File: config.mk
export PLATFORM = sky130hd
export DESIGN_NAME = sprite_layer
export DESIGN_NICKNAME = d
export VERILOG_FILES = /design/src/design/vid_pkg.sv /design/src/design/sprite_layer.sv
export VERILOG_INCLUDE_DIRS = /design/src /design/src/design
export SDC_FILE = /design/constraint.sdc
export NUM_CORES = 2
export LEC_CHECK = 0
export BUFFER_PORTS_ARGS = -buffer_cell sky130_fd_sc_hd__buf_2
export CAP_MARGIN = 20
export CORE_MARGIN = 2
export CORE_UTILIZATION = 45
export DETAILED_ROUTE_END_ITERATION = 10
export GPL_ROUTABILITY_DRIVEN = 0
export GPL_TIMING_DRIVEN = 0
export SKIP_CTS_REPAIR_TIMING = 1
export SLEW_MARGIN = 20
export SYNTH_ARGS = -nofsm -noshare
export SYNTH_HDL_FRONTEND = slang
export SYNTH_MEMORY_MAX_BITS = 65536
export SYNTH_SLANG_ARGS = --single-unit
File: constraint.sdc
create_clock -name clk -period 9.5 [get_ports clk]
set_input_delay 0.95 -clock clk [delete_from_list [all_inputs] [get_ports clk]]
set_output_delay 0.95 -clock clk [all_outputs]
set_load 0.01 [all_outputs]
File: src/design/vid_params.svh
`ifndef VID_PARAMS_SVH
`define VID_PARAMS_SVH

// Horizontal geometry in pixels
`define VID_HTOTAL  384
`define VID_HVIS    256

// Vertical geometry in lines
`define VID_VTOTAL  264
`define VID_VVIS    224

// Number of hardware objects
`define VID_OBJS    8

// Mixer output latency, in pixel enables
`define VID_MIX_DLY 1

`endif

File: src/design/vid_pkg.sv
`default_nettype none

package vid_pkg;

    // Beam position
    typedef logic [8:0]  hpos_t;
    typedef logic [8:0]  vpos_t;

    // Pixel nibble or palette index
    typedef logic [3:0]  nib_t;

    // CPU data byte
    typedef logic [7:0]  byte_t;

    // Tile VRAM address, 32 rows by 64 columns
    typedef logic [10:0] vaddr_t;

    // Layer bit on top of a 4-bit index
    typedef logic [4:0]  color_t;

endpackage

`default_nettype wire

File: src/design/sprite_layer.sv
`timescale 1ns/1ps
`default_nettype none

`include "vid_params.svh"

module sprite_layer (
    input  wire              clk,
    input  wire              rst,
    input  wire              pxl_cen,
    input  vid_pkg::hpos_t   hdump,
    input  vid_pkg::vpos_t   vdump,
    input  wire [11:0]       cpu_addr,
    input  vid_pkg::byte_t   cpu_dout,
    input  wire              cpu_rnw,
    input  wire              obj_cs,
    output vid_pkg::byte_t   obj_dout,
    input  wire [9:0]        prog_addr,
    input  vid_pkg::nib_t    prog_data,
    input  wire              prog_we,
    input  wire              prog_sel,
    output vid_pkg::nib_t    obj_pxl,
    output logic             obj_behind
);

    // Four bytes per object: x, y, code, attr
    vid_pkg::byte_t  obj_ram [0:4*`VID_OBJS-1];
    // 16 patterns of 8x8 nibbles
    vid_pkg::nib_t   pat     [0:1023];

    vid_pkg::hpos_t  h2;
    vid_pkg::vpos_t  v2;
    logic            hit;
    logic            hit_behind;
    logic [9:0]      hit_addr;
    logic            s1_hit;
    logic            s1_behind;
    logic [9:0]      s1_addr;

    // Two pixels ahead, wrapping into the next line
    always_comb begin
        h2 = hdump + 9'd2;
        v2 = vdump;
        if (hdump >= 9'(`VID_HTOTAL - 2)) begin
            h2 = hdump + 9'(2 - `VID_HTOTAL);
            v2 = vdump + 9'd1;
        end
    end

    // Parallel hit search, walked downward so object 0 has the last word
    always_comb begin
        int i;
        logic [8:0] dx;
        logic [8:0] dy;
        hit        = 1'b0;
        hit_behind = 1'b0;
        hit_addr   = '0;
        for (i = `VID_OBJS - 1; i >= 0; i--) begin
            dx = h2 - {1'b0, obj_ram[4*i]};
            dy = v2 - {1'b0, obj_ram[4*i + 1]};
            if (dx[8:3] == 6'd0 && dy[8:3] == 6'd0) begin
                hit        = 1'b1;
                hit_behind = obj_ram[4*i + 3][7];
                hit_addr   = {obj_ram[4*i + 2][3:0], dy[2:0], dx[2:0]};
            end
        end
    end

    // Attribute table, CPU side
    always_ff @(posedge clk) begin
        if (obj_cs) begin
            if (!cpu_rnw) begin
                obj_ram[cpu_addr[4:0]] <= cpu_dout;
            end
            obj_dout <= obj_ram[cpu_addr[4:0]];
        end
    end

    // Pattern PROM load
    always_ff @(posedge clk) begin
        if (prog_we && prog_sel) begin
            pat[prog_addr] <= prog_data;
        end
    end

    // Search result, then pattern read
    always_ff @(posedge clk or posedge rst) begin
        if (rst) begin
            s1_hit     <= 1'b0;
            s1_behind  <= 1'b0;
            s1_addr    <= '0;
            obj_pxl    <= '0;
            obj_behind <= 1'b0;
        end else if (pxl_cen) begin
            s1_hit     <= hit;
            s1_behind  <= hit & hit_behind;
            s1_addr    <= hit_addr;
            // No cover gives a transparent pixel
            obj_pxl    <= s1_hit ? pat[s1_addr] : 4'd0;
            obj_behind <= s1_behind;
        end
    end

endmodule

`default_nettype wire

==> metrics.txt <==
status finished, final reports clean; crit start category flip-flop; clk_lat worst skew 1020 ps; area leader, netlist edfxtp_1; synthesized area 0.1785 mm²; drc violations 0; GRT Overall Usage 0.3054; sequential element share of the synthesized area 0.7358; LEAKAGE 62.24 nW; Inst Count DP 14280; initial antenna violation count 63; port buffer count 59; Setup crit end kind flip-flop; Worst-path clk slew 70 ps; power per cell area 200.0 mW/mm²; setup violators final 0; wire per inst 40.63 µm; fin crit period 6724 ps; top-area cell type share of the netlist area 0.7335; Die W 633.8 µm; Worst Path Max Fanout 10; Setup Crit Path Kind reg -> reg; final worst slack 2776 ps; commonest non-fill, non-tap cell in the layout edfxtp_1; remaining global-route overflow 0; Root Driver clkbuf_16; Post-Syn Area per Cell 20.20 µm²; Final Hold Fails 0; FP Rows 231; maximum vdd drop 153.0 µV; htree depth 5; CP arrival 7520 ps; CTS Sinks 4377; global-route wire length before repair 824600 µm; Achievable Freq 0.1487 GHz; HPWL Detailed 426700 µm; Iteration-0 DRC Markers 16910; vias in the first global route 95840; type of the worst min-delay path in -> async; RSZ-0062 raised after global routing no; flop-to-flop setup slack 2780 ps; DRT Pass-1 Iters 8; clock skew 39.72 ps; top_reg_cell synth edfxtp_1; most frequent cells in the layout edfxtp_1 (4360), mux4_2 (1336), nor2_1 (1158); FF-to-FF Start s1_addr[1]$_DFFE_PP0P_; slew margin rel. 0.1097; Ys Warns 0; syn nets 9043; vias after detailed routing 100100; core box area 0.3954 mm²; die height 633.8 µm; ratio of cells with drive above 1 in the final layout 0.2642; Worst R2R Path Depth 11; Post-Route WL 616600 µm; Finished Layout Cells 15180; DR vias/cell 6.598; Reg-to-Reg End obj_pxl[2]$_DFFE_PP0P_; die area 0.4017 mm²; post-route ant nets 0; max-cap violations 0; Max Buffers Root-to-Sink 4; synth-to-layout area growth 14.11%; largest net degree at the start of global routing 141; EDFF count, synth 4360; pre-CTS worst setup slack 2201 ps; Mapped Cells 8837; fin nets 9688; Seq cells post-synth 4377; asr flop ratio synth 0.003884; dominant cells by area after synthesis edfxtp_1 (73%), mux4_2 (17%), nor2_1 (2.4%); CP required 10300 ps; Initial Util 0.4515; CTS tree yes; period utilisation layout 0.7078; measured slew at the worst slew-check pin 1335 ps; Distinct cells, synth 84; I/O pin cnt 72; number of buffers created by CTS 443; setup_tns 0 ps; max-slew violations 0
## worst max-delay path by stage
stage	from	endpoint
after floorplan	hdump[1]	s1_addr[8]$_DFFE_PP0P_
after global placement	prog_data[1]	pat[756][1]$_DFFE_PP_
after detailed placement	hdump[1]	s1_addr[8]$_DFFE_PP0P_
after CTS	s1_addr[1]$_DFFE_PP0P_	obj_pxl[0]$_DFFE_PP0P_
after global routing	hdump[1]	s1_addr[3]$_DFFE_PP0P_
final	s1_addr[1]$_DFFE_PP0P_	obj_pxl[2]$_DFFE_PP0P_
## cells by family after synthesis
family                     Yosys count  synth area share
AOI/OAI and AO/OA                  521           0.02045
xor gates and xnor gates            65          0.003294
adders and majority gates          147           0.01098
buffers and inverters              730           0.01881
DFF                               4377            0.7358
muxes                             1387            0.1724
and+or+nand+nor                   1610           0.03825
## state kept, by name, indices dropped and copies added, names as in the netlist
register,flops
s1_hit,1
obj_pxl,4
s1_behind,1
obj_ram,256
obj_behind,1
obj_dout,8
s1_addr,10
pat,4096
## layout make-up
cell class              instances  area [µm²]
flip-flops and latches       4377      131400
diodes                         77       192.7
clock buffers                 534       11530
plain buffers                 566        3112
well taps                    5242        6559
clock inverters               286        2889
fillers                     31020      191700
multi-input cells            3730       43960
repair buffers                200        3478
inverters                     164       615.6
## stage by stage
stage               instance area [µm²]  power [mW]  utilization  hold WS (ps)
finish                           203700       40.73       0.5152         207.9
global route                     203500       41.56       0.5147         253.3
CTS                              203400       40.74       0.5145         163.8
detailed placement               189000       23.54       0.4781         536.6
global placement                 185400       23.69       0.4688         533.5
floorplan                        178500       22.47            -         480.4
## layer usage
layer,share of wire,global-route usage,wire [µm]
met5,0.00028,0.002295,173
met4,0.065,0.1684,40260
met3,0.13,0.09178,79050
met2,0.45,0.4590,277100
met1,0.36,0.3999,220000
## worst max-delay path: stages, from the launching register on
cell and delay, ps:
dfrtp_1 310, buf_2 170, buf_2 420, buf_2 700
buf_1 860, clkbuf_1 750, mux4_2 430, mux4_2 520
a221oi_2 390, o22ai_1 520, o41ai_1 1130, o221ai_1 280
## power breakdown
part,internal (mW),switching (mW),leakage [nW]
Combinational,0.591,1.32,15.8
Clock,9.94,7.61,7.04
Sequential,21.3,0.0157,39.4
## synth_stat cells, types with 27 or more instances
| cell | n |
|---|---|
| edfxtp_1 | 4360 |
| mux4_2 | 1336 |
| nor2_1 | 1159 |
| clkbuf_1 | 300 |
| inv_1 | 163 |
| ha_1 | 131 |
| nand2_1 | 127 |
| a21oi_1 | 111 |
| buf_2 | 101 |
| a22oi_1 | 97 |
| buf_1 | 97 |
| nand3_1 | 74 |
| o21ai_0 | 72 |
| nor3_1 | 48 |
| buf_6 | 40 |
| xnor2_1 | 37 |
| mux2i_1 | 35 |
| nor2b_1 | 27 |
| xor2_1 | 27 |
(Power assumes the default switching activity.)
