==> config.mk <==
export PLATFORM = sky130hd
export DESIGN_NAME = video_timing
export DESIGN_NICKNAME = d
export VERILOG_FILES = /design/src/design/vid_pkg.sv /design/src/design/video_timing.sv
export VERILOG_INCLUDE_DIRS = /design/src /design/src/design
export SDC_FILE = /design/constraint.sdc
export NUM_CORES = 1
export LEC_CHECK = 0
export ABC_CLOCK_PERIOD_IN_PS = 2900
export BUFFER_PORTS_ARGS = -buffer_cell sky130_fd_sc_hd__buf_2
export CAP_MARGIN = 20
export CORE_UTILIZATION = 48
export CTS_CLUSTER_DIAMETER = 50
export CTS_CLUSTER_SIZE = 24
export DETAILED_ROUTE_END_ITERATION = 16
export GPL_ROUTABILITY_DRIVEN = 1
export PLACE_DENSITY = 0.74
export SETUP_SLACK_MARGIN = 0.3
export SYNTH_ARGS = -nofsm -noshare
export SYNTH_HDL_FRONTEND = slang
export SYNTH_SLANG_ARGS = --single-unit
==> constraint.sdc <==
create_clock -name clk -period 2.9 [get_ports clk]
set_input_delay 0.145 -clock clk [delete_from_list [all_inputs] [get_ports clk]]
set_output_delay 0.145 -clock clk [all_outputs]
set_load 0.02 [all_outputs]
==> src/design/vid_params.svh <==
`ifndef VID_PARAMS_SVH
`define VID_PARAMS_SVH

// Horizontal geometry in pixels
`define VID_HTOTAL  384
`define VID_HVIS    256

// Vertical geometry in lines
`define VID_VTOTAL  264
`define VID_VVIS    224

// Number of hardware objects
`define VID_OBJS    8

// Mixer output latency, in pixel enables
`define VID_MIX_DLY 1

`endif

==> src/design/vid_pkg.sv <==
`default_nettype none

package vid_pkg;

    // Beam position
    typedef logic [8:0]  hpos_t;
    typedef logic [8:0]  vpos_t;

    // Pixel nibble or palette index
    typedef logic [3:0]  nib_t;

    // CPU data byte
    typedef logic [7:0]  byte_t;

    // Tile VRAM address, 32 rows by 64 columns
    typedef logic [10:0] vaddr_t;

    // Layer bit on top of a 4-bit index
    typedef logic [4:0]  color_t;

endpackage

`default_nettype wire

==> src/design/video_timing.sv <==
`timescale 1ns/1ps
`default_nettype none

`include "vid_params.svh"

module video_timing (
    input  wire              clk,
    input  wire              rst,
    output logic             pxl_cen,
    output vid_pkg::hpos_t   hdump,
    output vid_pkg::vpos_t   vdump,
    output logic             LHBL,
    output logic             LVBL
);

    vid_pkg::hpos_t hnext;
    vid_pkg::vpos_t vnext;

    // Next beam position, wraps at line and frame ends
    always_comb begin
        hnext = hdump + 9'd1;
        vnext = vdump;
        if (hdump == 9'(`VID_HTOTAL - 1)) begin
            hnext = '0;
            vnext = vdump + 9'd1;
            if (vdump == 9'(`VID_VTOTAL - 1)) begin
                vnext = '0;
            end
        end
    end

    always_ff @(posedge clk or posedge rst) begin
        if (rst) begin
            pxl_cen <= 1'b0;
            hdump   <= '0;
            vdump   <= '0;
            LHBL    <= 1'b0;
            LVBL    <= 1'b0;
        end else begin
            // Half rate pixel clock
            pxl_cen <= ~pxl_cen;
            if (pxl_cen) begin
                hdump <= hnext;
                vdump <= vnext;
                // Decoded from the next count so blanking lines up with hdump
                LHBL  <= hnext < 9'(`VID_HVIS);
                LVBL  <= vnext < 9'(`VID_VVIS);
            end
        end
    end

endmodule

`default_nettype wire

==> results of run 1 <==
## worst register-to-register path, cell delays in order (launching register included)
cell,delay (ns)
dfrtp_1,0.43
ha_1,0.24
and4b_1,0.22
nand2_1,0.12
nor2_2,0.30
nand4_1,0.16
mux2_2,0.30
## cell usage after synthesis (all sizes together)
cell type	number	area share (%)
nand2	16	5.3
ha	2	2.2
a21o	1	0.67
xor2	2	1.6
xnor2	5	3.9
inv	3	1.0
and2	1	0.56
o31ai	1	0.67
a31o	2	1.6
dfrtp	21	47
nand2b	2	1.1
o211ai	1	1.1
clkbuf	2	0.67
nand3	4	1.8
mux2i	2	1.8
and4	1	0.78
nor2b	2	1.1
nand4	5	2.8
nor3	3	1.3
mux2	5	5.0
o2bb2ai	1	0.78
nor2	10	4.2
and4b	1	0.89
nand4b	2	1.6
and3	4	2.2
o21ai	10	4.5
buf	2	1.4
or4	1	1.0
a31oi	3	1.7
## registers in the layout, summed over array words and instances (netlist names)
signal / flops
hdump: 9
pxl_cen: 1
vdump: 9
LVBL: 1
LHBL: 1
## stage by stage
stage                     instances  power [mW]
after global routing            166       0.459
after global placement          161       0.305
final                           166       0.438
after CTS                       166       0.445
after detailed placement        161       0.305
after floorplan                 115       0.303
## cells by family (layout without fill, tap and decap cells)
group / after synthesis / count (layout)
flops: 21 / 21
buf+inv: 7 / 30
mux: 7 / 7
simple gates: 52 / 52
compound gates: 19 / 19
fa+ha+maj: 2 / 2
xor+xnor: 7 / 7
## final timing paths
path | from | to | slack (ns) | cells past startpoint
worst min-delay path | LHBL | LHBL | 0.51 | 1
worst min register to register | LHBL | LHBL | 0.51 | 1
worst max-delay path | hdump[0] | vdump[4] | 1.02 | 6
max in group asynchronous | rst | LVBL | 1.90 | 3
worst max register to register | hdump[0] | vdump[4] | 1.02 | 6
min in group asynchronous | rst | vdump[8] | 0.52 | 3
## cell type report
cell class	instances	area share, %
inverters	3	0.879
repair buffers	23	9.37
multi-input cells	87	43.9
clock buffers	4	2.05
well taps	28	2.73
flip-flops and latches	21	41.0
## power groups by stage
stage                     clock network (mW)  registers [mW]  logic, mW
after floorplan                            0           0.298    0.00438
after global placement                     0           0.298    0.00643
after detailed placement                   0           0.298    0.00664
after CTS                              0.145           0.293    0.00756
after global routing                   0.157           0.293    0.00855
final                                  0.139           0.293    0.00705
## repair_timing
item / in CTS / in global routing
setup endpoints to repair: 0 / 0
hold endpoints to repair: 10 / 0
hold buffers: 1 / 0
## layer usage
metal	wire length, um	vias to the layer above
li1	-	460
met1	1050	454
met2	1040	24
met3	78	2
met4	17	0
met5	0	-
==> qor.txt, run 1 <==
Simple-gate share of the synthesized area: 24.7%
Distinct cells, synth: 34
Routed wire length per instance: 13.2 um
Max-Slew Margin vs Limit: 47.8%
Final setup TNS: 0 ns
DP HPWL: 1580 um
Post-synthesis net count: 119
CP endpoint kind: flip-flop
Top Ports: 23
Worst path bufs/invs: 0
Post-Syn Area: 0.00112 mm2
Worst-Skew Late Latency: 0.29 ns
Placer Congestion: 0.840
Die Width: 50.4 um
Fin crit share: 64.9%
Int Power: 0.348 mW
Clock buffer depth: 2
Number of buffers added for setup after CTS: 0
RSZ-0062 raised after global routing: false
Family with the most delay on the worst path: simple AND/OR/NAND/NOR gates
Switching share of power: 20.7%
H-tree Lvls: 1
Worst-Margin Slew: 0.782 ns
Power Density: 342 mW/mm2
Crit Path Max Fanout: 9
Die area: 0.00254 mm2
Min Hold Slack: 0.515 ns
Routed WL: 2190 um
Initial DRC Count: 16
Slowest stage cell, crit path: dfrtp_1
Compound-gate portion of the synthesized area: 10.9%
Post-CTS Resized: 0
Leakage: 0.646 nW
Tmin final: 1.88 ns
Crit-path cells: ha_1 > and4b_1 > nand2_1 > nor2_2 > nand4_1 > mux2_2
Mux cell area share after synthesis: 6.79%
Ys Warns: 0
Port-buffer cells: 22
Seq cells post-synth: 21
Most common cell after layout, fill and taps aside: buf_2
Syn Inst Count: 115
Slowest Stage Delay on Critical Path: 0.43 ns
Met2 Use GR: 28.0%
Setup WS post-layout: 1.02 ns
Area share of fa/ha/maj cells after synthesis: 2.23%
Reg power frac: 66.8%
TritonCTS clock tree: yes
Core Util, Final: 57.9%
Die Y-Extent: 50.4 um
Detail Route Antenna Nets: 0
N_diodes: 0
Via/cell ratio: 5.66
CTS buffer count: 3
Worst min path class: flip-flop to flip-flop
Largest family of logic cells by synthesized area: simple AND/OR/NAND/NOR gates
Core area: 0.00221 mm2
Combinational Power Share: 1.6%
Crit path DAT: 2.07 ns
Std-Cell Rows: 17
Synth Area in XOR/XNOR: 5.46%
Number of global-route vias before repair: 808
Final slew viol count: 0
Fin. Hold Viols: 0
Clk root buf: clkbuf_4
Number of max-cap violations: 0
Met1 usage: 28.3%
Nets@finish: 143
Synthesized area per cell: 9.77 um2
Initial antenna violation count: 0
First-pass GRT wire length: 3670 um
Status: finished clean
Setup crit start kind: flip-flop
Critical path required time: 3.09 ns
Largest net degree at the start of global routing: 22
Tot GR Track Use: 19.3%
Total global routing overflow: 0
Placed Area: 0.00124 mm2
Register Area: 526 um2
Commonest non-fill, non-tap cells in the layout: buf_2, dfrtp_1, nand2_1
Num Clock Sinks: 21
Via count: 940
GR peak layer: met1
Clock slew at reported path FFs: 0.12 ns
Area occupied by multi-input gates: 563 um2
Drc violations: 0
DP Worst Slack: 1.04 ns
Clock power share: 31.6%
1st-pass router iterations: 4
# setup viols final: 0
Switching power: 0.0907 mW
Sequential share of the synthesized area: 46.8%
Worst ir drop on vdd: 0.226 mV
WS Path Type: flip-flop to flip-flop
Fin area: 0.00128 mm2
Fmax: 532 MHz
Share of cells above drive strength 1: 25.4%
Clock Skew: 0.00387 ns
Initial Util: 50.8%
Area grow syn2layout: 14.0%
Filler Cell Count: 189
M3 GR Usage: 3.64%
Note: power is estimated with default switching activity, not from simulation.
==> run 2: changes to the inputs <==
--- a/config.mk
+++ b/config.mk
@@ -6,7 +6,8 @@
 export SDC_FILE = /design/constraint.sdc
 export NUM_CORES = 1
 export LEC_CHECK = 0
-export ABC_CLOCK_PERIOD_IN_PS = 2900
+export ABC_AREA = 1
+export ABC_CLOCK_PERIOD_IN_PS = 1590
 export BUFFER_PORTS_ARGS = -buffer_cell sky130_fd_sc_hd__buf_2
 export CAP_MARGIN = 20
 export CORE_UTILIZATION = 48
@@ -14,7 +15,7 @@
 export CTS_CLUSTER_SIZE = 24
 export DETAILED_ROUTE_END_ITERATION = 16
 export GPL_ROUTABILITY_DRIVEN = 1
-export PLACE_DENSITY = 0.74
+export PLACE_DENSITY = 0.77
 export SETUP_SLACK_MARGIN = 0.3
 export SYNTH_ARGS = -nofsm -noshare
 export SYNTH_HDL_FRONTEND = slang
==> constraint.sdc (replaced) <==
create_clock -name clk -period 1.59 [get_ports clk]
set_input_delay 0.0795 -clock clk [delete_from_list [all_inputs] [get_ports clk]]
set_output_delay 0.0795 -clock clk [all_outputs]
set_load 0.02 [all_outputs]
==> qor.txt, run 2 <==
Status: finished clean
Reg-to-Reg Start: vdump[0]
Placer Congestion: 0.934
Core area: 0.00223 mm2
Initial antenna violation count: 0
Most common cell on crit path: nand2_1
Distinct cells, synth: 25
TritonCTS clock tree: yes
Synthesized area per cell: 7.89 um2
Detail Route Antenna Nets: 0
Slowest Stage Delay on Critical Path: 0.46 ns
Nets@finish: 185
Area grow syn2layout: 35.2%
CTS buffer count: 3
Share of cells above drive strength 1: 42.2%
Top Ports: 23
Crit-path cells: ha_4 > nand2_4 > inv_1 > nand3_1 > nor2_2 > nor2_1 > a21oi_2 > nand2_1 > nand2_1
RR Endpoint: LVBL
Syn Inst Count: 145
Die Width: 50.8 um
Clock slew at reported path FFs: 0.12 ns
RSZ-0062 raised after global routing: true
1st-pass router iterations: 4
Synth cell count leaders: nand2_1, dfrtp_1, inv_1
CP endpoint kind: flip-flop
Most common cell after layout, fill and taps aside: nand2_1
Initial DRC Count: 32
Crit Path Max Fanout: 4
Routed wire length per instance: 12.5 um
Async SR Flop Fraction: 100%
Total global routing overflow: 0
Biggest regs: hdump x9, vdump x9
Worst-Margin Slew: 0.318 ns
N_diodes: 0
Max-Slew Margin vs Limit: 78.6%
Num Clock Sinks: 21
Synth area leaders: dfrtp_1, nand2_1, inv_1
Clock power share: 32.2%
Port-buffer cells: 22
WS Path Type: flip-flop to flip-flop
Int Power: 0.636 mW
Drc violations: 0
Combinational Power Share: 1.9%
Final setup TNS: 0 ns
Initial Util: 51.2%
H-tree Lvls: 1
Seq cells post-synth: 21
Critical path required time: 1.80 ns
Number of global-route vias before repair: 990
Slowest stage cell, crit path: dfrtp_2
Worst R2R Path Depth: 9
Sequential share of the synthesized area: 46.0%
Routed WL: 2600 um
Clock Skew: 0.00829 ns
Worst min path class: input port to async pin
Die Y-Extent: 50.8 um
Fmax: 716 MHz
Family with the most delay on the worst path: simple AND/OR/NAND/NOR gates
Worst ir drop on vdd: 0.511 mV
Total Power: 0.809 mW
Largest net degree at the start of global routing: 22
Final slew viol count: 0
Worst path bufs/invs: 1
Post-Syn Area: 0.00114 mm2
Switching share of power: 21.5%
Tmin final: 1.40 ns
Area leader, netlist: dfrtp_1
Yosys top cell area share: 46.0%
Clock buffer depth: 2
Clk root buf: clkbuf_4
Crit path from: vdump[0]
Post-synthesis net count: 149
Die area: 0.00258 mm2
Number of max-cap violations: 0
First-pass GRT wire length: 4250 um
Power Density: 523 mW/mm2
Fin. Hold Viols: 0
Worst-Skew Late Latency: 0.30 ns
Critical path depth: 9
Crit path to: LVBL
# setup viols final: 0
Post-synth EDFFs: 0
Crit path DAT: 1.60 ns
Via count: 1087
Via/cell ratio: 5.23
Commonest non-fill, non-tap cells in the layout: nand2_1, buf_2, inv_1
Reg power frac: 66.0%
Switching power: 0.174 mW
Setup crit start kind: flip-flop
Leading cell type by number of instances after synthesis: nand2_1
Register-to-register setup slack: 0.19 ns
Ys Warns: 0
Std-Cell Rows: 17
Tot GR Track Use: 21.7%
Main flop type after synthesis: dfrtp_1
Leakage: 0.821 nW
Fin crit share: 87.8%
DP HPWL: 1830 um
==> run 2: final cells by class <==
| cell class | instances | area (um2) |
|---|---|---|
| timing repair buffer | 32 | 191 |
| tap | 28 | 35.0 |
| fill | 179 | 687 |
| inverter | 21 | 96.3 |
| sequential | 21 | 536 |
| clock buffer | 4 | 26.3 |
| multi-input combinational | 102 | 662 |
==> run 2: power by group through the flow <==
stage	logic, mW	clock network [mW]	registers, mW
after floorplan	0.00797	0	0.544
after global placement	0.0140	0	0.544
after detailed placement	0.0142	0	0.544
after CTS	0.0161	0.265	0.534
after global routing	0.0186	0.291	0.534
final	0.0152	0.260	0.534
==> run 2: what timing repair did <==
item / in CTS / in global routing
pin swaps: 6 / 1
hold endpoints to repair: 21 / 0
hold buffers: 1 / 0
resized for setup: 7 / 14
endpoints found under the setup margin: 15 / 18
setup buffers: 4 / 3
==> run 2: routing by layer <==
layer / wire length, um / vias up / GRT usage [%]
met5: 0 / - / 0
met4: 31 / 0 / 5.56
met3: 113 / 4 / 2.68
met2: 1300 / 30 / 35.6
met1: 1160 / 518 / 30.5
li1: - / 535 / -
==> run 2: through the flow <==
stage / instances / cell area, um2 / setup slack [ns] / hold WS (ns) / utilization, %
floorplan: 145 / 1230 / 0.197 / 0.0556 / -
global placement: 196 / 1380 / 0.211 / 0.120 / 62.0
detailed placement: 196 / 1380 / 0.172 / 0.125 / 62.0
CTS: 205 / 1470 / 0.206 / 0.345 / 65.9
global route: 208 / 1550 / 0.114 / 0.400 / 69.2
finish: 208 / 1550 / 0.194 / 0.340 / 69.2
==> run 2: kinds of logic after synthesis <==
logic type	after synthesis	synth area share, %
AO/OA/AOI/OAI	19	9.30
flip-flops	21	46.0
AND/OR/NAND/NOR	77	31.7
buffers and inverters	22	7.77
XOR/XNOR	4	3.06
adder cells (fa/ha/maj)	2	2.19
==> run 2: how the worst min path moves through the flow <==
stage / from / endpoint / slack, ns / cells past startpoint
2_1_floorplan: rst / LHBL / 0.06 / 1
5_1_grt: rst / LVBL / 0.40 / 4
4_1_cts: rst / vdump[2] / 0.34 / 4
3_3_place_gp: rst / hdump[8] / 0.12 / 3
6_report: rst / vdump[2] / 0.34 / 4
3_5_place_dp: rst / hdump[8] / 0.13 / 3
==> run 2: worst min-delay path, cell delays in order <==
cell           delay (ns)
dlygate4sd3_1        0.53
buf_2                0.12
inv_1                0.04
buf_4                0.27
==> run 3: changes to the inputs <==
--- a/config.mk
+++ b/config.mk
@@ -10,12 +10,14 @@
 export ABC_CLOCK_PERIOD_IN_PS = 1590
 export BUFFER_PORTS_ARGS = -buffer_cell sky130_fd_sc_hd__buf_2
 export CAP_MARGIN = 20
+export CORE_MARGIN = 2
 export CORE_UTILIZATION = 48
 export CTS_CLUSTER_DIAMETER = 50
 export CTS_CLUSTER_SIZE = 24
 export DETAILED_ROUTE_END_ITERATION = 16
 export GPL_ROUTABILITY_DRIVEN = 1
 export PLACE_DENSITY = 0.77
+export RECOVER_POWER = 50
 export SETUP_SLACK_MARGIN = 0.3
 export SYNTH_ARGS = -nofsm -noshare
 export SYNTH_HDL_FRONTEND = slang
==> qor.txt, run 3 (synthesis gave the netlist of run 2 again) <==
Clock slew at reported path FFs: 0.13 ns
Clock Skew: 0.00704 ns
Number of max-cap violations: 0
Nets@finish: 187
Tmin final: 1.43 ns
Max-Slew Margin vs Limit: 64.0%
Share of cells above drive strength 1: 39.6%
Reg power frac: 64.2%
Biggest regs: hdump x9, vdump x9
Commonest non-fill, non-tap cells in the layout: nand2_1, inv_1, dfrtp_1, buf_2, nand3_1
TritonCTS clock tree: yes
Clock power share: 34.0%
Leakage: 0.794 nW
DP HPWL: 1910 um
Die area: 0.00279 mm2
Via count: 1105
Core area: 0.00223 mm2
Worst ir drop on vdd: 0.584 mV
Area grow syn2layout: 36.0%
Status: finished clean
1st-pass router iterations: 4
H-tree Lvls: 1
Fmax: 699 MHz
Register-to-register setup slack: 0.16 ns
Detail Route Antenna Nets: 0
Switching share of power: 23.8%
Top Ports: 23
Worst min path class: input port to async pin
Total global routing overflow: 0
Number of global-route vias before repair: 992
CP endpoint kind: flip-flop
Clock buffer depth: 2
Critical path required time: 1.81 ns
Clk root buf: clkbuf_4
Routed wire length per instance: 14.0 um
Initial antenna violation count: 0
N_diodes: 0
Total Power: 0.832 mW
Combinational Power Share: 1.8%
Int Power: 0.634 mW
First-pass GRT wire length: 4440 um
Initial Util: 51.2%
Num Clock Sinks: 21
Fin area: 0.00156 mm2
Placed Area: 0.00138 mm2
Worst-Margin Slew: 0.539 ns
Placer Congestion: 0.873
CTS buffer count: 3
Port-buffer cells: 22
# setup viols final: 0
Setup crit start kind: flip-flop
Most common cell after layout, fill and taps aside: nand2_1
Fin crit share: 89.9%
Initial DRC Count: 40
Crit path DAT: 1.65 ns
RSZ-0062 raised after global routing: true
Via/cell ratio: 5.26
WS Path Type: flip-flop to flip-flop
Die Width: 52.8 um
Tot GR Track Use: 22.1%
Routed WL: 2940 um
Std-Cell Rows: 17
DP Worst Slack: 0.142 ns
Filler Cell Count: 167
Die Y-Extent: 52.8 um
Worst-Skew Late Latency: 0.32 ns
Drc violations: 0
Switching power: 0.198 mW
Fin. Hold Viols: 0
Final slew viol count: 0
Final setup TNS: 0 ns
Largest net degree at the start of global routing: 22
Power Density: 535 mW/mm2
Crit Path Max Fanout: 8
Setup WS post-layout: 0.160 ns
==> run 3: metal layers <==
metal	vias to the layer above	part of all wire [%]	track usage, %
met4	0	2.2	9.40
met1	509	44	31.1
met3	11	5.3	3.43
li1	541	-	-
met2	44	48	33.5
met5	-	0	0
==> run 3: layout make-up <==
class                           instances  area, um2  share of cell area (%)
Multi-Input combinational cell        102        666                    42.8
Sequential cell                        21        534                    34.4
Timing Repair Buffer                   34        194                    12.5
Inverter                               21       96.3                    6.19
Tap cell                               28       35.0                    2.25
Clock buffer                            3       22.5                    1.45
Clock inverter                          1       7.51                   0.483
==> run 3: timing repair <==
item                                   4_1_cts  5_1_grt
pin swaps                                    5        3
resized for setup                           14       10
buffers inserted                             4        5
setup endpoints to repair                   15       16
endpoints found under the hold margin       21        0
hold buffers                                 1        0
==> run 3: per-stage QoR <==
stage	std cells	hold slack [ns]	utilization (%)
global route	210	0.498	69.6
floorplan	145	0.0556	-
detailed placement	196	0.130	62.0
finish	210	0.415	69.6
global placement	196	0.119	62.0
CTS	205	0.324	67.2
==> run 3: power groups by stage <==
stage                     Sequential [mW]  Clock, mW  Combinational [mW]
after global routing                0.534      0.309              0.0180
final                               0.534      0.283              0.0147
after CTS                           0.534      0.288              0.0164
after global placement              0.544          0              0.0140
after detailed placement            0.544          0              0.0146
after floorplan                     0.544          0             0.00797
==> run 3: path summary, 6_finish.rpt <==
check                      cells after the start  endpoint      from
max reg2reg                                   10      LVBL  hdump[0]
min                                            4      LHBL       rst
min reg2reg                                    2      LVBL      LVBL
min in group clk                               2      LVBL      LVBL
max                                           10      LVBL  hdump[0]
max in group asynchronous                      4  vdump[3]       rst
==> run 3: critical path, cell delays in order, from the launching register on <==
cell      delay, ns
dfrtp_2        0.42
ha_4           0.15
nand2_4        0.06
nor2_4         0.12
nand3b_4       0.16
clkinv_4       0.12
nand2_2        0.07
nand2_1        0.06
nand3_1        0.08
nand2_1        0.06
nand2_1        0.05
