`src/design/vid_params.svh`:
```
`ifndef VID_PARAMS_SVH
`define VID_PARAMS_SVH

// Horizontal geometry in pixels
`define VID_HTOTAL  384
`define VID_HVIS    256

// Vertical geometry in lines
`define VID_VTOTAL  264
`define VID_VVIS    224

// Number of hardware objects
`define VID_OBJS    8

// Mixer output latency, in pixel enables
`define VID_MIX_DLY 1

`endif

```
`src/design/vid_pkg.sv`:
```
`default_nettype none

package vid_pkg;

    // Beam position
    typedef logic [8:0]  hpos_t;
    typedef logic [8:0]  vpos_t;

    // Pixel nibble or palette index
    typedef logic [3:0]  nib_t;

    // CPU data byte
    typedef logic [7:0]  byte_t;

    // Tile VRAM address, 32 rows by 64 columns
    typedef logic [10:0] vaddr_t;

    // Layer bit on top of a 4-bit index
    typedef logic [4:0]  color_t;

endpackage

`default_nettype wire

```
`src/design/layer_mixer.sv`:
```
`timescale 1ns/1ps
`default_nettype none

`include "vid_params.svh"

module layer_mixer (
    input  wire              clk,
    input  wire              rst,
    input  wire              pxl_cen,
    input  wire              LHBL,
    input  wire              LVBL,
    input  vid_pkg::nib_t    tile_pxl,
    input  vid_pkg::nib_t    obj_pxl,
    input  wire              obj_behind,
    output vid_pkg::color_t  pxl
);

    logic obj_wins;

    // Opaque object over the tiles, or behind and the tile is empty
    assign obj_wins = (obj_pxl != 4'd0) && (!obj_behind || tile_pxl == 4'd0);

    always_ff @(posedge clk or posedge rst) begin
        if (rst) begin
            pxl <= '0;
        end else if (pxl_cen) begin
            if (!LHBL || !LVBL) begin
                pxl <= '0;
            end else if (obj_wins) begin
                pxl <= {1'b1, obj_pxl};
            end else begin
                pxl <= {1'b0, tile_pxl};
            end
        end
    end

endmodule

`default_nettype wire

```
`config.mk`:
```
export PLATFORM = sky130hd
export DESIGN_NAME = layer_mixer
export DESIGN_NICKNAME = d
export VERILOG_FILES = /design/src/design/vid_pkg.sv /design/src/design/layer_mixer.sv
export VERILOG_INCLUDE_DIRS = /design/src /design/src/design
export SDC_FILE = /design/constraint.sdc
export NUM_CORES = 1
export LEC_CHECK = 0
export ABC_CLOCK_PERIOD_IN_PS = 1470
export BUFFER_PORTS_ARGS = -buffer_cell sky130_fd_sc_hd__buf_2
export CAP_MARGIN = 20
export CORE_AREA = 3 3 40 42
export CTS_BUF_LIST = sky130_fd_sc_hd__clkbuf_8
export CTS_CLUSTER_DIAMETER = 100
export DETAILED_ROUTE_END_ITERATION = 7
export DIE_AREA = 0 0 43 45
export PLACE_DENSITY_LB_ADDON = 0.2
export SETUP_SLACK_MARGIN = 0.1
export SLEW_MARGIN = 20
export SYNTH_ARGS = -nofsm -noshare
export SYNTH_HDL_FRONTEND = slang
export SYNTH_SLANG_ARGS = --single-unit
```
`constraint.sdc`:
```
create_clock -name clk -period 1.47 [get_ports clk]
set_input_delay 0.0735 -clock clk [delete_from_list [all_inputs] [get_ports clk]]
set_output_delay 0.0735 -clock clk [all_outputs]
set_load 0.01 [all_outputs]
```
==> flow_results.org, run 1 <==
** Die
- Once the floorplan was initialized, standard cells occupied 21.42% of the core.
- Area of the die :: 1935 µm²
- The floorplan step set the die height to 45 µm.
- Floorplan core area :: 1285 µm²
- FP Rows :: 13
- The die is roughly 43 µm wide.
- 19 I/O pins were placed.

** Setup path
- Data on the critical path arrives at its endpoint at 1.05 ns.
- Maximum fanout count along the critical path :: 4
- Kind of capture point of the worst setup path :: flop
- Critical R2R Launch :: pxl[3]$_DFFE_PP0P_
- Critical Setup Path Class :: input port to flop
- Tracing the worst setup path back leads to its startpoint at obj_pxl[0].
- Critical Path Start Type :: input port
- For the worst setup path, the data required time is 1.59 ns.
- The worst register-to-register path has a setup slack of 0.79 ns.

** Synth
- Of all cell types, the one taking the most synthesized area is sky130_fd_sc_hd__dfrtp_1.
- In the synthesized netlist, the number of instances is 30.
- The Yosys step of the flow raised 0 warnings.
- Syn nets :: 44
- After synthesis, the share of cell area in mux cells is 0%.
- Cells taking the most area after synthesis :: sky130_fd_sc_hd__dfrtp_1 (45%), sky130_fd_sc_hd__o221ai_1 (13%), sky130_fd_sc_hd__nand3_1 (9.1%), sky130_fd_sc_hd__inv_1 (8.2%), sky130_fd_sc_hd__o41ai_2 (5.9%)
- Dominant register cell in the synthesized netlist :: sky130_fd_sc_hd__dfrtp_1
- The mapped netlist covers approximately 280 µm².
- Top-area cell type share of the netlist area :: 45.45%
- Summing the areas of all and, or, nand and nor instances in the mapped netlist gives around 25% of the synthesized area.
- Adder-cell share of the synthesized area :: 0%
- Commonest cells post-synth :: sky130_fd_sc_hd__inv_1 (6), sky130_fd_sc_hd__dfrtp_1 (5), sky130_fd_sc_hd__nand3_1 (5)
- After synthesis, flip-flops and latches occupy 45.45% of the total area.
- Average instance area after synthesis :: 9.175 µm²
- Synthesis inferred 5 register bits.
- Yosys instantiated no cell more often than sky130_fd_sc_hd__inv_1.
- Post-synth ARST share :: 100.0%
- Area fraction in compound gates after synthesis :: 20.45%
- Combinational family with the most area after synthesis :: simple AND/OR/NAND/NOR gates
- Post-synth EDFFs :: 0
- Number of different library cells in the post-synthesis netlist :: 11
- Fraction of synthesized cell area in xor and xnor cells :: 0%

** Timing
- Final Slew Violations :: 0
- The final hold violation count is 0.
- Tightest slew margin relative to the limit :: between 60% and 70%
- For this run, the top clock speed supported by timing is 1081 MHz.
- The worst path needs 0.9252 ns of the cycle, external delays included.
- Worst clock skew :: 0 ns
- Number of setup violations in the final report :: 0
- Unrepaired setup endpoints after global routing :: false
- Final TNS setup :: 0 ns
- At the pin with the least slew margin, the transition time is 0.4967 ns.
- The worst path uses 62.94% of the clock period.
- Setup slack closes at 0.5448 ns.

** CTS
- In this run, CTS created clock tree buffers numbering 3.
- CTS tree :: done
- After clock tree synthesis, the repair step resized 0 gates.
- The number of setup buffers added after CTS is 0.
- Latest clock arrival within the worst-skew pair :: 0.21 ns
- Sinks on the clock net :: 5
- The cell sitting at the root of the clock tree is a sky130_fd_sc_hd__clkbuf_8.
- Buffer levels on the longest clock path :: 2
- After clock tree synthesis, the clock-pin slew on the worst setup and hold paths is 0.03 ns.
- CTS built an H-tree with a depth of 1.

** Final layout
- At the end of the flow, the number of nets in the layout was 67.
- 0 antenna diodes ended up in the layout.
- The post-route netlist has 44.23% of its cells at a drive strength greater than 1.
- Flip-flop count of the largest register after layout :: 5
- Signed area change from the synthesized netlist to the final layout :: 58.18%
- The finished layout holds 67 standard cells, fillers aside.
- Counting flops per register, the top entry is pxl.
- The largest registers in the layout are pxl: 5 flops.
- Once layout is complete, the utilization of the core stands at between 30% and 40%.

** Global routing
- The number of global-route vias before repair came to about 300.
- Global routing used 8.961% of the available tracks.
- Pin count of the biggest net entering global routing :: 10
- The first global-routing pass estimated 1255 µm of wire.
- Gr ovfl total :: 0
- The initial antenna violation count was 0.

** Placed design
- Count of placed standard cells including taps :: 62
- The HPWL after detailed placement is 598.2 µm.
- Gpl congestion :: between 0.6 and 0.7
- Place WS :: 0.3234 ns
- Number of I/O port buffers :: 18

** Flow run
- Across the run, the number of max-cap violations was 0.

** Routing
- Post-DR vias/cell :: 4.284
- The count of nets left with antenna violations once routing finished came out at 0.
- Detailed routing inserted a total of 287 vias.
- Iteration-0 DRC count of the detailed router :: 3
- After detailed routing, the number of remaining DRC violations is 0.
- Wires add up to about 700 µm.
- After detailed routing, the average wire length per cell comes to approximately 10 µm.
- Before antenna repair, the detailed router went through 4 iterations.

** Status
- Outcome :: finished, final reports clean

** Power and ir drop
- For this design the static power due to leakage is 0.2280 nW.
- Max IR drop VDD :: 0.3516 mV
- Dividing total power by cell area gives a power density of 1050 nW/µm².

** Worst hold path
- The startpoint identified for the worst hold timing path is obj_pxl[0].
- Worst hold-check path type :: input port to flop
## cells by family after synthesis
| family | Yosys count |
|---|---|
| AOI/OAI and AO/OA | 6 |
| and+or+nand+nor | 12 |
| buffers and inverters | 7 |
| DFF | 5 |
## cell usage in the layout, fill, tap and decap left out
cell	n
sky130_fd_sc_hd__buf_2	18
sky130_fd_sc_hd__o41ai_2	1
sky130_fd_sc_hd__dlygate4sd3_1	1
sky130_fd_sc_hd__dfrtp_1	5
sky130_fd_sc_hd__nand3_1	5
sky130_fd_sc_hd__or4_1	1
sky130_fd_sc_hd__nand2_1	4
sky130_fd_sc_hd__o21ai_0	1
sky130_fd_sc_hd__clkbuf_8	3
sky130_fd_sc_hd__and3_1	1
sky130_fd_sc_hd__inv_1	7
sky130_fd_sc_hd__o221ai_1	4
sky130_fd_sc_hd__nor2b_4	1
## per-stage QoR
step                instance area [µm²]  hold WS (ns)  total power (W)
finish                            435.4        0.1055        0.0004573
global route                      435.4        0.1121        0.0004862
CTS                               435.4        0.1022        0.0004647
detailed placement                380.4      -0.02523        0.0002197
global placement                  380.4      -0.02237        0.0002202
floorplan                         275.3       -0.1480        0.0001828
## final timing paths
| check | end | depth (start not counted) |
|---|---|---|
| max in group asynchronous | pxl[0]$_DFFE_PP0P_ | 3 |
| worst min-delay path | pxl[0]$_DFFE_PP0P_ | 3 |
| worst max register to register | pxl[3]$_DFFE_PP0P_ | 2 |
| worst max-delay path | pxl[3]$_DFFE_PP0P_ | 4 |
| worst min register to register | pxl[4]$_DFFE_PP0P_ | 2 |
| min in group asynchronous | pxl[2]$_DFFE_PP0P_ | 3 |
## cell type report
| cell class | instances | area (µm²) |
|---|---|---|
| fill | 146 | 849.6 |
| multi-input combinational | 18 | 123.9 |
| clock inverter | 1 | 3.754 |
| clock buffer | 3 | 41.29 |
| sequential | 5 | 125.1 |
| tap | 15 | 18.77 |
| inverter | 6 | 22.52 |
| timing repair buffer | 19 | 100.1 |
## critical path, cell delays in order
cell and delay (ns):
sky130_fd_sc_hd__buf_2 0.10, sky130_fd_sc_hd__or4_1 0.54, sky130_fd_sc_hd__nor2b_4 0.16, sky130_fd_sc_hd__o221ai_1 0.17
## layer usage
| layer | vias to the layer above | track usage (%) | routed length [µm] |
|---|---|---|---|
| li1 | 152 | - | - |
| met1 | 117 | 11.27 | 325 |
| met2 | 18 | 11.08 | 286 |
| met3 | 0 | 3.586 | 86 |
| met4 | 0 | 9.036 | 0 |
| met5 | - | 0 | 0 |
## where the power goes
| part | internal [W] | switching [W] | leakage (nW) |
|---|---|---|---|
| logic | 0.0000321 | 0.0000350 | 0.134 |
| registers | 0.000148 | 0.00000411 | 0.0673 |
| clock network | 0.000178 | 0.0000598 | 0.0269 |
## timing repair
action	CTS	global route
endpoints found under the hold margin	5	0
endpoints found under the setup margin	0	0
hold buffers	1	0
Power figures use the tool's default switching activity.
==> run 2: changes to the inputs <==
Settings changed: ABC_AREA set to 1, ABC_CLOCK_PERIOD_IN_PS 1470 to 800.
Clock period 1.47 ns to 0.8 ns, I/O delays scaled along.
==> flow_results.org, run 2 <==
** Setup path
- The data arrival time at the worst-slack endpoint is 0.73 ns (was 1.05 ns).
- The required time of the worst setup path came to 0.76 ns (was 1.59 ns).
- The nature of the critical path endpoint is an output port (was flop).
- The biggest cell delay along the critical path came to 0.37 ns (was 0.54 ns).
- Maximum fanout count along the critical path :: 2 (was 4)
- The sum of buffers and inverters on the critical path is 1 (unchanged).
- The startpoint type of the worst setup path is a flop (was input port).
- Delay-heaviest family, CP :: flip-flops (was simple AND/OR/NAND/NOR gates)
- Critical Setup Path Class :: flop to output port (was input port to flop)
- Cell-by-cell listing of the critical path :: buf_2 (was buf_2 > or4_1 > nor2b_4 > o221ai_1)
- The highest-delay cell along the critical path is sky130_fd_sc_hd__dfrtp_1 (was sky130_fd_sc_hd__or4_1).

** Final layout
- The flip-flop count of the largest register, all copies and words added was 5 (unchanged).
- The area of all placed cells without fillers came to 489.2 µm² (was 435.4 µm²).
- Top library cells by usage in the layout, fill and taps aside :: sky130_fd_sc_hd__buf_2 (18), sky130_fd_sc_hd__nand2_1 (17), sky130_fd_sc_hd__inv_1 (8) (was sky130_fd_sc_hd__buf_2 (18), sky130_fd_sc_hd__inv_1 (7), sky130_fd_sc_hd__nand3_1 (5), sky130_fd_sc_hd__dfrtp_1 (5))
- Filler cell count in the final layout :: 145 (was 146)
- Share of final-layout standard cells stronger than drive strength 1 :: 42.86% (was 44.23%)
- The layout net count came to 85 (was 67).
- Signed area change from the synthesized netlist to the final layout :: 66.38% (was 58.18%)
- The register area is 125.1 µm² (unchanged).
- The diode insertion count for antenna repair was 0 (unchanged).
- Most common library cell in the layout ignoring fill and taps :: sky130_fd_sc_hd__buf_2 (unchanged)
- The area taken by multi-input logic gates came to 147.6 µm² (was 123.9 µm²).
- Most flops, register :: pxl (unchanged)
- The post-layout utilization of the core came to 38.07% (was 33.89%).
- Largest registers: pxl: 5 flops (unchanged).

** Global routing
- The wire length of the first global-routing pass is 1083 µm (was 1255 µm).
- Initial antenna violation count :: 0 (unchanged)
- Gr ovfl total :: 0 (unchanged)
- Overall routing resource usage :: 8.187% (was 8.961%)
- Number of global-route vias before repair :: 288 (was 302)
- The pin count of the biggest net entering global routing is 6 (was 10).

** Power and ir drop
- Leakage power :: 0.3125 nW (was 0.2280 nW)
- The post-layout total power came to 0.0008742 W (was 0.0004573 W).
- Areal power density over the cells :: 1787 nW/µm² (was 1050 nW/µm²)
- The maximum vdd drop came to 0.4744 mV (was 0.3516 mV).

** Placed design
- The number of port buffers was 18 (unchanged).
- The worst slack at placement was -0.03028 ns (was 0.3234 ns).
- Post-Place Cell Area :: 402.9 µm² (was 380.4 µm²)
- The final estimated routing congestion in global placement came to 0.6614 (was 0.6632).

** Timing
- The final hold violation count came to 0 (unchanged).
- The relative slew slack was 86.55% (was 66.52%).
- The worst path setup slack after routing was 0.02774 ns (was 0.5448 ns).
- Final Slew Violations :: 0 (unchanged)
- Highest clock rate :: approximately 1300 MHz
- Actual transition at the worst max-transition pin :: 0.2015 ns (was 0.4967 ns)
- Unrepaired setup endpoints after global routing :: true (was false)
- The routed design could run at a clock period as short as 0.7723 ns.
- Worst clock skew :: 0 ns (unchanged)
- The count of final setup violators was 0 (unchanged).
- Crit share post-route :: 96.53%

** Synth
- Cells taking the most area after synthesis: sky130_fd_sc_hd__dfrtp_1 (43%), sky130_fd_sc_hd__nand2_1 (24%), sky130_fd_sc_hd__nand3_1 (10%), sky130_fd_sc_hd__inv_1 (8.9%), sky130_fd_sc_hd__nand2_2 (4.3%) (was sky130_fd_sc_hd__dfrtp_1 (45%), sky130_fd_sc_hd__o221ai_1 (13%), sky130_fd_sc_hd__nand3_1 (9.1%), sky130_fd_sc_hd__inv_1 (8.2%), sky130_fd_sc_hd__o41ai_2 (5.9%)).
- The number of storage elements in the synthesis netlist is 5 (unchanged).
- Number of warnings issued by yosys :: 0 (unchanged)
- The number of enable flip-flop cells after synthesis is 0 (unchanged).
- The share of async-settable or async-resettable flops after synthesis came to 100.0% (unchanged).
- The mean post-synth cell area was 6.683 µm² (was 9.175 µm²).
- Netlist Area Pre-Place :: 294.0 µm² (was 275.3 µm²)
- Top-area cell type share of the netlist area :: 42.55% (was 45.45%)
- Cell count after synthesis :: 44 (was 30)
- Dominant register cell in the synthesized netlist :: sky130_fd_sc_hd__dfrtp_1 (unchanged)
- Cell with the most instances after synthesis :: sky130_fd_sc_hd__nand2_1 (was sky130_fd_sc_hd__inv_1)
- Library cell with the largest summed area after synthesis :: sky130_fd_sc_hd__dfrtp_1 (unchanged)
- Number of different library cells in the post-synthesis netlist :: 9 (was 11)
- Commonest cells post-synth: sky130_fd_sc_hd__nand2_1 (19), sky130_fd_sc_hd__inv_1 (7), sky130_fd_sc_hd__nand3_1 (6) (was sky130_fd_sc_hd__inv_1 (6), sky130_fd_sc_hd__dfrtp_1 (5), sky130_fd_sc_hd__nand3_1 (5)).
- The share of synthesized area occupied by flip-flops and latches is 42.55% (was 45.45%).
- Syn nets :: 58 (was 44)

** CTS
- # H-tree levels :: 1 (unchanged)
- The clock tree from TritonCTS is done (unchanged).
- The maximum buffer depth of the clock tree is 2 (unchanged).
- Clock Pin Slew Worst Setup and Hold Paths :: 0.03 ns (about the same)
- Latest clock arrival within the worst-skew pair :: 0.22 ns (was 0.21 ns)
- Number of buffers added by the clock tree synthesis step :: 3 (unchanged)
- The clock tree root driver cell is sky130_fd_sc_hd__clkbuf_8 (unchanged).
- The number of sinks driven by the clock tree came to 5 (unchanged).

** Status
- Outcome :: finished, final reports clean (unchanged)

** Routing
- The number of vias per cell was 3.882 (was 4.284).
- The number of optimization iterations in the first detailed-route pass is 2 (was 4).
- Average wire per cell in the routed design :: 8.200 µm (was 10.43 µm)
- The total detailed-routing wirelength was 697 µm (was 699 µm).
- The count of nets left with antenna violations after detail routing was 0 (unchanged).
- Number of DRC violations after detailed routing :: 0 (unchanged)
- The number of vias after detailed routing was 330 (was 287).
- Iteration-0 DRC count of the detailed router :: 1 (was 3)

** Worst hold path
- The worst min-delay path class is input port to flop (unchanged).

** Flow run
- The max-cap check violation count came to 0 (unchanged).

** Die
- The core region area came to 1285 µm² (unchanged).
- The die width is 43 µm (unchanged).
- DIE HEIGHT :: 45 µm (unchanged)
- The die footprint was 1935 µm² (unchanged).
- The top-level port count is 19 (unchanged).
- The initial standard-cell utilization of the core is 22.88% (was 21.42%).
- FP Rows :: 13 (unchanged)
-- run 2: kinds of logic (layout without fill, tap and decap cells) --
family                 Yosys count  count (layout)  share of synthesized area, %
buffers and inverters            7              33                         8.938
DFF                              5               5                         42.55
and+or+nand+nor                 31              31                         46.81
AOI/OAI and AO/OA                1               1                         1.700
-- run 2: worst paths after layout --
kind	startpoint	end	slack, ns	cells after the start
max	pxl[0]$_DFFE_PP0P_	pxl[0]	0.03	1
min	pxl_cen	pxl[4]$_DFFE_PP0P_	0.11	3
max reg2reg	pxl[4]$_DFFE_PP0P_	pxl[4]$_DFFE_PP0P_	0.10	3
min reg2reg	pxl[1]$_DFFE_PP0P_	pxl[1]$_DFFE_PP0P_	0.48	2
max in group asynchronous	rst	pxl[4]$_DFFE_PP0P_	0.36	3
min in group asynchronous	rst	pxl[1]$_DFFE_PP0P_	0.26	3
-- run 2: power by group --
part	switching [W]	leakage [nW]	internal (W)
logic	0.0000756	0.218	0.0000730
clock network	0.000119	0.0269	0.000328
registers	0.00000788	0.0674	0.000270
total	0.000202	0.312	0.000672
-- run 2: repair_timing --
item                                    in CTS  in global routing
cloned                                       0                  0
resized for setup                            0                  4
endpoints found under the hold margin        5                  0
endpoints found under the setup margin       5                  8
setup buffers                                3                  0
hold buffers                                 1                  0
pin swaps                                    0                  1
-- run 2: final cells by class --
| type | count | area share [%] |
|---|---|---|
| Timing Repair Buffer | 22 | 25.83 |
| Multi-Input combinational cell | 32 | 30.18 |
| Inverter | 7 | 5.371 |
| Clock inverter | 1 | 0.7673 |
| Clock buffer | 3 | 8.440 |
| Sequential cell | 5 | 25.58 |
| Tap cell | 15 | 3.836 |
-- run 2: layer usage --
layer / track usage [%] / share of wire [%] / vias to the layer above
li1: - / - / 185
met1: 9.489 / 47 / 130
met2: 10.48 / 42 / 15
met3: 3.586 / 10 / 0
met4: 9.036 / 0 / 0
met5: 0 / 0 / -
-- run 2: through the flow --
stage                     hold WS (ns)  cells   TNS, ns
after floorplan                -0.1815     44         0
after global placement        -0.05399     77  -0.08084
after detailed placement      -0.05073     77  -0.05087
after CTS                       0.1236     85         0
final                           0.1121     85         0
after global routing            0.1493     85         0
==> run 3: changes to the inputs <==
Settings changed: BUFFER_PORTS_ARGS -buffer_cell sky130_fd_sc_hd__buf_2 to -buffer_cell sky130_fd_sc_hd__buf_4.
==> flow_results.org, run 3 (synthesis results as in run 2) <==
** CTS
- The depth of the CTS H-tree came to 1 (unchanged).
- Latest clock arrival within the worst-skew pair :: 0.22 ns (about the same)
- Buffer levels on the longest clock path :: 2 (unchanged)
- The number of sinks driven by the clock tree is 5 (unchanged).
- The clock transition at the registers of the reported paths was 0.03 ns (about the same).
- The clock tree root driver cell is sky130_fd_sc_hd__clkbuf_8 (unchanged).
- CTS tree :: done (unchanged)
- The number of buffers inserted during clock tree synthesis was 3 (unchanged).

** Final layout
- Largest registers: pxl: 5 flops (unchanged).
- The register name with the most flops is pxl (unchanged).
- The area growth from synthesis to final layout came to 94.89% (was 66.38%).
- The diode insertion count for antenna repair was 0 (unchanged).
- The layout net count came to 88 (was 85).
- Area taken by flip-flops and latches :: 125.1 µm² (unchanged)
- The flip-flop count of the largest register, all copies and words added came to 5 (unchanged).
- The proportion of layout cells with a drive suffix above 1 came to 43.84% (was 42.86%).
- Filler cell count in the final layout :: 147 (was 145)
- Top library cells by usage in the layout, fill and taps aside :: sky130_fd_sc_hd__nand2_1 (18), sky130_fd_sc_hd__buf_4 (18), sky130_fd_sc_hd__inv_1 (8) (was sky130_fd_sc_hd__buf_2 (18), sky130_fd_sc_hd__nand2_1 (17), sky130_fd_sc_hd__inv_1 (8))
- Area of the multi-input gates :: 145.1 µm² (was 147.6 µm²)

** Setup path
- The data arrival time at the worst-slack endpoint came to 0.73 ns (about the same).
- Master of the slowest instance on the critical path :: sky130_fd_sc_hd__dfrtp_1 (unchanged)
- The biggest cell delay along the critical path is 0.39 ns (was 0.37 ns).
- Critical Setup Path Class :: flop to output port (unchanged)
- Crit path required time :: 0.76 ns (about the same)
- Cell-by-cell listing of the critical path: buf_6 (was buf_2).
- The nature of the critical path endpoint was an output port (unchanged).
- The sum of buffers and inverters on the critical path was 1 (unchanged).
- Critical Path Start Type :: flop (unchanged)
- The cell family with the largest share of critical-path delay was flip-flops (unchanged).
- Maximum fanout count along the critical path :: 2 (unchanged)

** Flow run
- The max-cap check violation count came to 0 (unchanged).

** Timing
- The setup skew after layout is 0 ns (unchanged).
- The transition time of the tightest slew-check pin came to 0.1809 ns (was 0.2015 ns).
- Crit share post-route :: 96.12% (was 96.53%)
- Setup ws final :: 0.03102 ns (was 0.02774 ns)
- Number of setup violations in the final report :: 0 (unchanged)
- The final hold violation count came to 0 (unchanged).
- The relative slew slack was 87.92% (was 86.55%).
- The final max-slew violation count is 0 (unchanged).
- Post-layout min period :: 0.7690 ns (was 0.7723 ns)
- The final-layout setup total negative slack came to 0 ns (unchanged).
- Unrepaired setup endpoints after global routing: true (unchanged).
- Highest clock rate :: 1300 MHz (was 1295 MHz)

** Routing
- The count of nets left with antenna violations after detail routing came to 0 (unchanged).
- Number of DRC violations after detailed routing :: 0 (unchanged)
- The DRC marker count from the first detailed-route iteration came to 2 (was 1).
- The number of vias per cell came to 3.909 (was 3.882).
- The post-detailed-route wirelength per cell came to 7.943 µm (was 8.200 µm).
- Number of vias after detailed routing :: 344 (was 330)
- The number of optimization iterations in the first detailed-route pass was 4 (was 2).
- The total detailed-routing wirelength came to 699 µm (was 697 µm).

** Die
- Die width :: 43 µm (unchanged)
- FP Rows :: 13 (unchanged)
- The top-level port count came to 19 (unchanged).
- The overall die height is 45 µm (unchanged).
- Floorplan core area :: 1285 µm² (unchanged)
- Starting density of the core :: 22.88% (unchanged)
- Area of the die :: 1935 µm² (unchanged)

** Global routing
- Global-route wire length before repair :: 1276 µm (was 1083 µm)
- The number of global-route vias before repair was 336 (was 288).
- The remaining global-route overflow is 0 (unchanged).
- Initial antenna violation count :: 0 (unchanged)
- The global routing usage summed across all routing layers came to 9.106% (was 8.187%).
- Pin count of the biggest net entering global routing :: 6 (unchanged)

** Status
- Outcome :: finished, final reports clean (unchanged)

** Placed design
- The final estimated routing congestion in global placement is 0.7357 (was 0.6614).
- Detailed placer's ending HPWL :: 604.1 µm
- Place WS :: -0.02800 ns (was -0.03028 ns)
- Number of I/O port buffers :: 18 (unchanged)

** Power and ir drop
- The ratio of total power to cell area is 1601 nW/µm² (was 1787 nW/µm²).
- Leakage power :: 0.3432 nW (was 0.3125 nW)
- The maximum vdd drop was 0.5257 mV (was 0.4744 mV).

** Worst hold path
- Worst hold-check path type :: input port to flop (unchanged)
-- run 3: metal layers --
metal	up-vias	GRT usage (%)	part of all wire, %
li1	190	-	-
met1	139	10.71	43
met2	15	13.17	46
met3	0	3.586	11
met4	0	7.229	0
met5	-	0	0
-- run 3: where the power goes --
| part | internal (W) | switching (W) |
|---|---|---|
| clock network | 0.000328 | 0.000113 |
| registers | 0.000271 | 0.0000110 |
| logic | 0.000118 | 0.0000772 |
-- run 3: area by class of cell --
| cell class | count | area share (%) |
|---|---|---|
| clock buffers | 3 | 7.205 |
| clock inverters | 1 | 0.6550 |
| inverters | 7 | 4.585 |
| multi-input cells | 32 | 25.33 |
| flip-flops and latches | 5 | 21.83 |
| well taps | 15 | 3.275 |
| repair buffers | 25 | 37.12 |
-- run 3: what timing repair did --
action,4_1_cts,5_1_grt
setup endpoints to repair,5,10
gates resized for setup,5,3
buffers inserted,5,0
hold buffers,1,0
pin swaps,0,2
endpoints found under the hold margin,5,0
-- run 3: through the flow --
stage | instances | cell area (µm²) | utilization [%] | hold WS (ns) | total power, W
2_1_floorplan | 44 | 294.0 | - | -0.1815 | 0.0003468
5_1_grt | 88 | 573.1 | 44.60 | 0.1586 | 0.0009765
4_1_cts | 88 | 566.8 | 44.11 | 0.1276 | 0.0009309
6_report | 88 | 573.1 | 44.60 | 0.1241 | 0.0009175
3_3_place_gp | 78 | 455.4 | 35.44 | -0.04522 | 0.0004396
3_5_place_dp | 78 | 455.4 | 35.44 | -0.04434 | 0.0004396
-- run 3: final timing paths --
kind                                          from                  to  slack (ns)  cells past startpoint
min in group asynchronous                      rst  pxl[1]$_DFFE_PP0P_        0.28                      3
worst min register to register  pxl[2]$_DFFE_PP0P_  pxl[2]$_DFFE_PP0P_        0.58                      3
worst max-delay path            pxl[2]$_DFFE_PP0P_              pxl[2]        0.03                      1
worst min-delay path                       pxl_cen  pxl[4]$_DFFE_PP0P_        0.12                      3
worst max register to register  pxl[4]$_DFFE_PP0P_  pxl[4]$_DFFE_PP0P_        0.08                      3
max in group asynchronous                      rst  pxl[3]$_DFFE_PP0P_        0.36                      3
